$ cat src/design/ratio_cfg.svh
`ifndef RATIO_CFG_SVH
`define RATIO_CFG_SVH

// ======================================================================
// Ratio unit widths
// ======================================================================

// Signed operand width at the unit boundary
`define RATIO_OPND_W 49

// Unsigned magnitude, wide enough for the most negative operand
`define RATIO_MAG_W 49

// Signed result, one bit wider so min / -1 still fits
`define RATIO_RES_W 50

// Divider step counter
`define RATIO_CNT_W 6

// Accepted start to result_valid, in clocks
`define RATIO_LATENCY (`RATIO_MAG_W + 4)

`endif

$ cat src/design/ratio_pkg.sv
`include "ratio_cfg.svh"

package ratio_pkg;

    // ==================================================================
    // Datapath word types
    // ==================================================================

    // Signed dividend or divisor as presented at the top
    typedef logic signed [`RATIO_OPND_W-1:0] opnd_t;

    // Unsigned magnitude fed through the divider
    typedef logic [`RATIO_MAG_W-1:0] mag_t;

    // Signed quotient or remainder after fix-up
    typedef logic signed [`RATIO_RES_W-1:0] res_t;

endpackage

$ cat src/design/ratio_operand_capture.sv
`timescale 1ns/100ps
`include "ratio_cfg.svh"

module ratio_operand_capture (
    input  logic             clk_sys,
    input  logic             rst_sys_n,
    input  logic             start,
    input  ratio_pkg::opnd_t dividend,
    input  ratio_pkg::opnd_t divisor,
    input  logic             result_valid,
    output logic             busy,
    output logic             div_start,
    output logic             zero_div,
    output ratio_pkg::mag_t  mag_a,
    output ratio_pkg::mag_t  mag_b,
    output logic             neg_quot,
    output logic             neg_rmn
);
    import ratio_pkg::*;

    logic sign_a;
    logic sign_b;
    logic accept;
    mag_t abs_a;
    mag_t abs_b;

    // Operand signs
    assign sign_a = dividend[`RATIO_OPND_W-1];
    assign sign_b = divisor[`RATIO_OPND_W-1];

    // Two's-complement magnitudes
    // -2^48 maps to 2^48, still fits unsigned
    assign abs_a = sign_a ? mag_t'(-dividend) : mag_t'(dividend);
    assign abs_b = sign_b ? mag_t'(-divisor) : mag_t'(divisor);

    // Start only counts while idle
    assign accept = start && !busy;

    // ==================================================================
    // Control
    // ==================================================================

    always_ff @(posedge clk_sys or negedge rst_sys_n) begin
        if (!rst_sys_n) begin
            busy      <= 1'b0;
            div_start <= 1'b0;
            zero_div  <= 1'b0;
        end else begin
            // One of the two strobes per accepted start
            div_start <= accept && (divisor != '0);
            zero_div  <= accept && (divisor == '0);
            if (accept) begin
                busy <= 1'b1;
            end else if (result_valid) begin
                busy <= 1'b0;
            end
        end
    end

    // Operand registers, held until the next capture
    always_ff @(posedge clk_sys) begin
        if (accept) begin
            mag_a    <= abs_a;
            mag_b    <= abs_b;
            // Truncating division sign rules
            neg_quot <= sign_a ^ sign_b;
            neg_rmn  <= sign_a;
        end
    end

    // Divide and zero-divisor paths are exclusive
    a_start_excl: assert property (@(posedge clk_sys) disable iff (!rst_sys_n)
        !(div_start && zero_div));

endmodule

$ cat src/design/serial_divider.sv
`timescale 1ns/100ps
`include "ratio_cfg.svh"

module serial_divider (
    input  logic            clk_sys,
    input  logic            rst_sys_n,
    input  logic            div_start,
    input  ratio_pkg::mag_t mag_a,
    input  ratio_pkg::mag_t mag_b,
    output logic            div_done,
    output ratio_pkg::mag_t quot_mag,
    output ratio_pkg::mag_t rmn_mag
);
    import ratio_pkg::*;

    localparam int W = `RATIO_MAG_W;
    localparam int unsigned LAST_STEP = `RATIO_MAG_W - 1;

    // One-hot states
    localparam logic [3:0] ST_IDLE   = 4'b0001;
    localparam logic [3:0] ST_LOAD   = 4'b0010;
    localparam logic [3:0] ST_ITER   = 4'b0100;
    localparam logic [3:0] ST_FINISH = 4'b1000;

    logic [3:0]              state;
    logic [3:0]              state_nxt;
    logic [`RATIO_CNT_W-1:0] step_cnt;
    logic                    last_step;
    // Remainder in upper half, dividend then quotient bits in lower
    logic [2*W-1:0]          work;
    mag_t                    dvsr;
    // Shifted partial remainder and trial difference
    logic [W:0]              partial;
    logic [W+1:0]            diff;

    assign last_step = (step_cnt == LAST_STEP[`RATIO_CNT_W-1:0]);

    // ==================================================================
    // FSM
    // ==================================================================

    always_ff @(posedge clk_sys or negedge rst_sys_n) begin
        if (!rst_sys_n) begin
            state <= ST_IDLE;
        end else begin
            state <= state_nxt;
        end
    end

    always_comb begin
        case (state)
            ST_IDLE:   state_nxt = div_start ? ST_LOAD : ST_IDLE;
            ST_LOAD:   state_nxt = ST_ITER;
            ST_ITER:   state_nxt = last_step ? ST_FINISH : ST_ITER;
            ST_FINISH: state_nxt = ST_IDLE;
            default:   state_nxt = ST_IDLE;
        endcase
    end

    // Counter rearmed in load, runs W steps
    always_ff @(posedge clk_sys or negedge rst_sys_n) begin
        if (!rst_sys_n) begin
            step_cnt <= '0;
        end else if (state == ST_LOAD) begin
            step_cnt <= '0;
        end else if (state == ST_ITER) begin
            step_cnt <= step_cnt + 1'b1;
        end
    end

    // ==================================================================
    // Shift-subtract datapath
    // ==================================================================

    // Remainder shifted left with next dividend bit
    assign partial = work[2*W-1:W-1];
    assign diff    = {1'b0, partial} - {2'b00, dvsr};

    always_ff @(posedge clk_sys) begin
        if ((state == ST_IDLE) && div_start) begin
            work <= {{W{1'b0}}, mag_a};
            dvsr <= mag_b;
        end else if (state == ST_ITER) begin
            if (diff[W+1]) begin
                // Trial negative, restore and shift in 0
                work <= {work[2*W-2:0], 1'b0};
            end else begin
                work <= {diff[W-1:0], work[W-2:0], 1'b1};
            end
        end
    end

    // Finish state bit is the done pulse
    assign div_done = state[3];
    assign quot_mag = work[W-1:0];
    assign rmn_mag  = work[2*W-1:W];

    a_start_idle: assert property (@(posedge clk_sys) disable iff (!rst_sys_n)
        div_start |-> (state == ST_IDLE));

    a_done_pulse: assert property (@(posedge clk_sys) disable iff (!rst_sys_n)
        div_done |=> !div_done);

    // Fixed turnaround from start pulse to done
    a_done_time: assert property (@(posedge clk_sys) disable iff (!rst_sys_n)
        div_start |-> ##(`RATIO_LATENCY - 2) div_done);

endmodule

$ cat src/design/ratio_sign_fixup.sv
`timescale 1ns/100ps

module ratio_sign_fixup (
    input  logic            clk_sys,
    input  logic            rst_sys_n,
    input  logic            div_done,
    input  logic            zero_div,
    input  ratio_pkg::mag_t quot_mag,
    input  ratio_pkg::mag_t rmn_mag,
    input  logic            neg_quot,
    input  logic            neg_rmn,
    output logic            result_valid,
    output ratio_pkg::res_t quotient,
    output ratio_pkg::res_t remainder,
    output logic            div_zero
);
    import ratio_pkg::*;

    res_t quot_wide;
    res_t rmn_wide;
    res_t quot_sgn;
    res_t rmn_sgn;

    // Zero-extend magnitudes to result width
    assign quot_wide = res_t'({1'b0, quot_mag});
    assign rmn_wide  = res_t'({1'b0, rmn_mag});

    // Negate where the captured sign asks for it
    assign quot_sgn = neg_quot ? -quot_wide : quot_wide;
    assign rmn_sgn  = neg_rmn ? -rmn_wide : rmn_wide;

    // ==================================================================
    // Result registers
    // ==================================================================

    always_ff @(posedge clk_sys or negedge rst_sys_n) begin
        if (!rst_sys_n) begin
            result_valid <= 1'b0;
            quotient     <= '0;
            remainder    <= '0;
            div_zero     <= 1'b0;
        end else begin
            result_valid <= div_done || zero_div;
            if (div_done) begin
                quotient  <= quot_sgn;
                remainder <= rmn_sgn;
                div_zero  <= 1'b0;
            end else if (zero_div) begin
                // Zero divisor returns zero results and a flag
                quotient  <= '0;
                remainder <= '0;
                div_zero  <= 1'b1;
            end
        end
    end

    // Capture never issues a zero-divide while the divider finishes
    a_src_excl: assert property (@(posedge clk_sys) disable iff (!rst_sys_n)
        !(div_done && zero_div));

endmodule

$ cat src/design/ratio_unit_top.sv
`timescale 1ns/100ps

module ratio_unit_top (
    input  logic             clk_sys,
    input  logic             rst_sys_n,
    input  logic             start,
    input  ratio_pkg::opnd_t dividend,
    input  ratio_pkg::opnd_t divisor,
    output logic             busy,
    output logic             result_valid,
    output ratio_pkg::res_t  quotient,
    output ratio_pkg::res_t  remainder,
    output logic             div_zero
);
    import ratio_pkg::*;

    // Capture to divider
    logic div_start;
    mag_t mag_a;
    mag_t mag_b;
    // Capture to fix-up
    logic zero_div;
    logic neg_quot;
    logic neg_rmn;
    // Divider to fix-up
    logic div_done;
    mag_t quot_mag;
    mag_t rmn_mag;

    ratio_operand_capture u_capture (
        .clk_sys      (clk_sys),
        .rst_sys_n    (rst_sys_n),
        .start        (start),
        .dividend     (dividend),
        .divisor      (divisor),
        .result_valid (result_valid),
        .busy         (busy),
        .div_start    (div_start),
        .zero_div     (zero_div),
        .mag_a        (mag_a),
        .mag_b        (mag_b),
        .neg_quot     (neg_quot),
        .neg_rmn      (neg_rmn)
    );

    serial_divider u_divider (
        .clk_sys   (clk_sys),
        .rst_sys_n (rst_sys_n),
        .div_start (div_start),
        .mag_a     (mag_a),
        .mag_b     (mag_b),
        .div_done  (div_done),
        .quot_mag  (quot_mag),
        .rmn_mag   (rmn_mag)
    );

    ratio_sign_fixup u_fixup (
        .clk_sys      (clk_sys),
        .rst_sys_n    (rst_sys_n),
        .div_done     (div_done),
        .zero_div     (zero_div),
        .quot_mag     (quot_mag),
        .rmn_mag      (rmn_mag),
        .neg_quot     (neg_quot),
        .neg_rmn      (neg_rmn),
        .result_valid (result_valid),
        .quotient     (quotient),
        .remainder    (remainder),
        .div_zero     (div_zero)
    );

endmodule

$ cat config.mk
export PLATFORM = sky130hd
export DESIGN_NAME = ratio_unit_top
export DESIGN_NICKNAME = d
export VERILOG_FILES = /design/src/design/ratio_pkg.sv /design/src/design/ratio_operand_capture.sv /design/src/design/serial_divider.sv /design/src/design/ratio_sign_fixup.sv /design/src/design/ratio_unit_top.sv
export VERILOG_INCLUDE_DIRS = /design/src /design/src/design
export SDC_FILE = /design/constraint.sdc
export NUM_CORES = 1
export LEC_CHECK = 0
export BUFFER_PORTS_ARGS = -buffer_cell sky130_fd_sc_hd__buf_2
export CORE_MARGIN = 3
export CORE_UTILIZATION = 30
export DETAILED_ROUTE_END_ITERATION = 8
export GPL_TIMING_DRIVEN = 0
export PLACE_DENSITY = 0.56
export SYNTH_ARGS = -nofsm -noshare
export SYNTH_HDL_FRONTEND = slang
export SYNTH_SLANG_ARGS = --single-unit
$ cat constraint.sdc
create_clock -name clk_sys -period 4.55 [get_ports clk_sys]
set_input_delay 1.1375 -clock clk_sys [delete_from_list [all_inputs] [get_ports clk_sys]]
set_output_delay 1.1375 -clock clk_sys [all_outputs]
set_load 0.05 [all_outputs]
== After elaboration in Yosys (flattened, before gate mapping) ==
Index checks and enable logic that the tools add are counted.

* Register bits after elaboration: 362
* Input bits: 101
* Output and inout bits: 103
* Logic and storage cells: 60

* $add $sub $neg: 6
* Equal/unequal tests: 4
* Multiplexer cells: 19
* Bitwise operators: 1
* Reduce and logical (&&, ||, !) cells: 12

{| class="wikitable"
|+ Operators by type and width
! kind !! count
|-
| 50-bit two-way mux || 5
|-
| 49-bit negator with 50-bit output || 2
|-
| 49-bit two-way mux || 2
|-
| 98-bit two-way mux || 1
|-
| 49-bit negator || 2
|-
| 48-bit two-way mux || 2
|-
| 50-bit by 49-bit subtractor with 51-bit output || 1
|-
| 49-bit logical NOT || 1
|-
| 49-bit nonzero test || 1
|-
| 6-bit two-way mux || 2
|-
| 4-bit one-hot mux with 3 select lines || 1
|-
| 2-bit nonzero test || 4
|-
| 6-bit by 1-bit adder with 6-bit output, second input constant || 1
|-
| 6-bit == test, second input constant || 1
|-
| 4-bit by 1-bit == test with 1-bit output, second input constant || 1
|-
| 4-bit by 2-bit == test with 1-bit output, second input constant || 1
|-
| 4-bit by 3-bit == test with 1-bit output, second input constant || 1
|-
| 1-bit logical AND || 4
|-
| 1-bit two-way mux || 4
|-
| 4-bit two-way mux || 1
|-
| 2-bit two-way mux || 1
|-
| 1-bit logical NOT || 1
|-
| 1-bit logical OR || 1
|-
| 1-bit XOR || 1
|}

== Longest topological paths before layout ==
* Depth in word-level cells: 4
* Gate-level depth with buffers: 16
* Gate-level depth less buffers: 14

== By module ==
A second synthesis with hierarchy kept.

* Cells, all modules: 2036
* Area total of the unflattened synthesis: 20131.8 um2

{| class="wikitable"
|+ Modules (own cells, without submodules)
! module !! times used !! cells each !! area an instance (um2) !! sequential area each (um2)
|-
| serial_divider || 1 || 925 || 8719.6 || 4175.3
|-
| ratio_sign_fixup || 1 || 694 || 6139.6 || 2552.4
|-
| ratio_operand_capture || 1 || 417 || 5272.6 || 3078.0
|}

== Worst setup path before layout ==
No wires, ideal clock.

* Path kind: input to register
* From: input divisor[4]
* To: register u_capture.mag_b[42], data pin
* Library setup time: 0.258 ns
* Arrival: 4.966 ns
* Required time: 4.292 ns
* Setup slack: -0.674 ns
* Cell stages on the path: 11
* Buffers on the path: 1
* Cells stage by stage: or3_4 -> or3b_4 -> or4_4 -> or4_4 -> or4_1 -> or4_1 -> or4_4 -> or4_1 -> buf_2 -> o31ai_4 -> xnor2_1

* Longest elaborated chain between the ends: 2

{| class="wikitable"
|+ RTL lines
! what !! line !! text
|-
| from (decl) || ratio_unit_top.sv:8 || <nowiki>input ratio_pkg::opnd_t divisor,</nowiki>
|-
| 49-bit negator || ratio_operand_capture.sv:34 || <nowiki>assign abs_b = sign_b ? mag_t'(-divisor) : mag_t'(divisor);</nowiki>
|-
| 48-bit two-way mux || ratio_operand_capture.sv:34 ||
|-
| net u_capture.abs_b[42] || ratio_operand_capture.sv:25 || <nowiki>mag_t abs_b;</nowiki>
|-
| to (signal assigned) || ratio_operand_capture.sv:64 || <nowiki>mag_b <= abs_b;</nowiki>
|-
| to (decl) || ratio_operand_capture.sv:15 || <nowiki>output ratio_pkg::mag_t mag_b,</nowiki>
|}

The timed path passes the listed nets, and every way through them passes these cells.
A chain may end at the register's enable or synchronous reset.

== Worst setup path in the final report ==
* From: input divisor[4]
* To: register u_capture.mag_b[43], data pin

The elaborated chain is that of the path after synthesis.

==> reports/summary.md <==
* finished, violations left — outcome
* setup timing — violated checks
* 92 — number of standard-cell rows in the floorplan
* 90.8 mm — global-route wire length before repair
* buf_6 -> or3_4 -> or4_4 -> or4_4 -> or4_4 -> or4_4 -> or4_4 -> or4_4 -> or4_4 -> o41ai_4 -> xnor2_1 — list of cells traversed by the critical path
* 0 — final-report hold violation count
* u_capture.mag_b[37] — startpoint of the most critical hold path
* 2204 — final net count
* 4 — largest driver fanout on the critical path
* 11 — final count of negative-setup-slack endpoints
* 8.99 nW — leakage power
* 15207 — number of global-route vias before repair
* sky130_fd_sc_hd__buf_2 — leading cell type in the layout, fill and taps excluded
* -0.203 ns — final critical-path setup slack
* 7.04 mW — final total power
* u_divider.work[79] — Reg2Reg Capture Point
* input port — CP Launch Type
* 67900 um2 — Die Area
* 6332 — number of fill cells
* 1788 — Mapped Cells
* 5.21 — Vias per Instance
* 2839 — # placed instances
* 0.0474 — Rel. slew slack
* 1.04 — share of the cycle needed by the critical path after routing
* 1945 — total nets after synthesis
* 0.394 ns — worst-case hold slack
* 0.59 ns — clock insertion delay at the later pin of the skew report
* input port to flop — category of the most critical setup path
* 20 — initial antenna violation count
* 260 um — die outline width
* 362 — synthesis-stage register bit count
* 0 — Worst Hold Path Cells
* sky130_fd_sc_hd__edfxtp_1, sky130_fd_sc_hd__dfrtp_1, sky130_fd_sc_hd__xnor2_1 — cells taking the most area after synthesis
* 0.172 — aggregate global-route resource usage
* 0.318 — fraction of registers with async set/reset
* 260 um — die outline height
* 19.7% — synthesis-to-finish area growth
* 0.505 — share of synthesized area occupied by flip-flops and latches
* 0.0410 ns — maximum clock skew at final layout
* 0 — # DRC
* -1.40 ns — post-route setup TNS
* 40 — TritonCTS Buffers
* 0.183 — fraction of final layout cells with drive strength greater than 1
* 0.22 ns — worst setup slack for register-to-register paths
* sky130_fd_sc_hd__edfxtp_1 — flip-flop cell with the highest count after synthesis
* sky130_fd_sc_hd__edfxtp_1 — cell type contributing the most total cell area after synthesis
* 0.06 ns — register clock-pin slew on the reported worst setup and hold paths
* 5.09 ns — arrival time worst endpoint
* sky130_fd_sc_hd__buf_2, sky130_fd_sc_hd__edfxtp_1, sky130_fd_sc_hd__xnor2_1 — top library cells by usage in the layout, fill and taps aside
* 19400 um2 — Netlist Area Pre-Place
* 210 MHz — maximum clock frequency
* sky130_fd_sc_hd__or4_4 — most frequent CP cell
* 1282 — Iteration-0 DRC Markers
* 67 — largest net degree at the start of global routing
* 204 — number of I/O pins
* sky130_fd_sc_hd__or4_4 — standard cell with the maximum stage delay on the critical path
* done — clock tree from TritonCTS
* 0.929 — Final Wtd Congestion
* 2 — # H-tree levels
* 0 — count of antenna-violating nets left after detailed routing
* 4.75 ns — clock period minus worst slack
* 261 uV — Max IR drop VDD
* 4.89 ns — required time of the critical path
* 0 — total overflow reported by the global router
* 0 — number of max-cap violations
* sky130_fd_sc_hd__clkbuf_16 — Clock Root Buffer
* flop — crit path capture type
* 0.306 — initial standard-cell utilization of the core
* 68 — synth unique cells
* 45.2 mm — DP Wirelength
* 0.51 ns — largest stage delay on the critical path
* u_divider.dvsr[37] — Endpoint, Worst Hold
* 202 — count of buffers inserted at the top-level ports
* 1.41 ns — slew at the pin with the worst max-slew slack
* 63500 um2 — Core Box Area
* 0.306 — area share of the largest cell type after synthesis
* 198 — number of enable-type register cells in the synthesized netlist
* 59.4 mm — Total Routed Length
* 3 — Bufs on Longest Clock Path
* 0.366 — share of the core filled with cells in the final layout
* 10.9 um2 — Post-Syn Area per Cell
* true — RSZ-0062 raised after global routing
* u_divider.work[48] — RR Startpoint
* 20.3 um — routed wire length per instance
* flop to flop — Hold Path Class
* 15273 — detailed-route via count
* 5 — DRT Pass-1 Iters
* 15 — worst reg-to-reg path cell count
* 2932 — final instance count without filler cells
* 303 nW/um2 — cell area power density
* 362 — total number of clock tree sinks
* 0 — Yosys warnings
* 0 — Final Max Tran Viols
-- area by class of cell --
cell class                 count  area, um2  area share
sequential                   362       9810       0.422
multi-input combinational   1252       9130       0.393
timing repair buffer         220       1220      0.0525
clock buffer                  51       1060      0.0457
tap                          846       1060      0.0455
buffer                        91        360      0.0155
inverter                      80        303      0.0130
clock inverter                23        299      0.0129
antenna                        7       17.5    0.000753
-- state kept, by name (all words and copies together), names as in the netlist --
signal                cells
u_divider.work           98
u_fixup.quotient         50
u_fixup.remainder        50
u_capture.mag_a          49
u_capture.mag_b          49
u_divider.dvsr           49
u_divider.step_cnt        6
u_divider.state           4
u_capture.busy            1
u_capture.div_start       1
u_capture.neg_quot        1
u_capture.neg_rmn         1
u_capture.zero_div        1
u_fixup.div_zero          1
u_fixup.result_valid      1
-- what timing repair did --
item	CTS	global route
setup buffers	15	1
setup endpoints to repair	60	44
resized for setup	21	11
pin swaps	3	4
hold buffers	0	0
-- kinds of logic after synthesis --
family,after synthesis,synth area share
adder cells (fa/ha/maj),56,0.0365
buffers and inverters,174,0.0337
XOR/XNOR,229,0.103
AND/OR/NAND/NOR,434,0.114
flip-flops,362,0.505
AO/OA/AOI/OAI,472,0.173
multiplexers,61,0.0344
-- worst max-delay path: cells and delay by family --
kind / cells / cell delay [ns]
compound gates: 1 / 0.23
xor+xnor: 1 / 0.09
buf+inv: 1 / 0.09
simple gates: 8 / 3.54
-- routing by layer --
metal / share of wire / routed length, um / vias to the layer above / track usage
met5: 0.0019 / 115 / - / 0
met4: 0.021 / 1260 / 18 / 0.0463
met3: 0.064 / 3790 / 89 / 0.0362
met2: 0.46 / 27600 / 435 / 0.277
met1: 0.45 / 26600 / 7463 / 0.234
li1: - / - / 7268 / -
-- worst max path at each step --
stage	startpoint	end	slack, ns
after CTS	divisor[4]	u_capture.mag_b[42]	-0.20
after global placement	u_divider.work[48]	u_divider.work[0]	-1.53
after global routing	divisor[4]	u_capture.mag_b[43]	-0.29
after floorplan	divisor[4]	u_capture.mag_b[42]	-0.66
after detailed placement	u_divider.work[48]	u_divider.work[0]	-1.53
final	divisor[4]	u_capture.mag_b[43]	-0.20
-- synth_stat cells, types with 9 or more instances --
cell                       count
sky130_fd_sc_hd__edfxtp_1    198
sky130_fd_sc_hd__a21o_1       24
sky130_fd_sc_hd__mux2i_1      15
sky130_fd_sc_hd__inv_1        80
sky130_fd_sc_hd__nand3_1      47
sky130_fd_sc_hd__or3_1        31
sky130_fd_sc_hd__dfxtp_1      49
sky130_fd_sc_hd__o41ai_1      34
sky130_fd_sc_hd__nand2b_1     16
sky130_fd_sc_hd__o311ai_0     29
sky130_fd_sc_hd__dfrtp_1     114
sky130_fd_sc_hd__nand4_1      18
sky130_fd_sc_hd__or4_1        29
sky130_fd_sc_hd__nor2_1       51
sky130_fd_sc_hd__o21ai_0     109
sky130_fd_sc_hd__nor3_1       20
sky130_fd_sc_hd__xor2_1       46
sky130_fd_sc_hd__clkbuf_1     91
sky130_fd_sc_hd__mux2_2       46
sky130_fd_sc_hd__ha_1         55
sky130_fd_sc_hd__a21oi_1      59
sky130_fd_sc_hd__o31ai_1      53
sky130_fd_sc_hd__a22o_1       98
sky130_fd_sc_hd__xnor2_1     183
sky130_fd_sc_hd__nor4_1       15
sky130_fd_sc_hd__nand2_1     164
sky130_fd_sc_hd__or4_4         9
-- per-stage QoR --
| step | area, um2 | setup slack (ns) |
|---|---|---|
| detailed placement | 21700 | -1.53 |
| finish | 23300 | -0.203 |
| global route | 23300 | -0.293 |
| global placement | 21600 | -1.53 |
| CTS | 23200 | -0.198 |
| floorplan | 19500 | -0.664 |
-- report_power, final --
part           switching (mW)  total, mW  internal [mW]
clock                    1.40       3.32           1.91
combinational           0.153      0.263          0.110
sequential                  0       3.46           3.46
total                    1.56       7.04           5.48
Note: power is estimated with default switching activity, not from simulation.
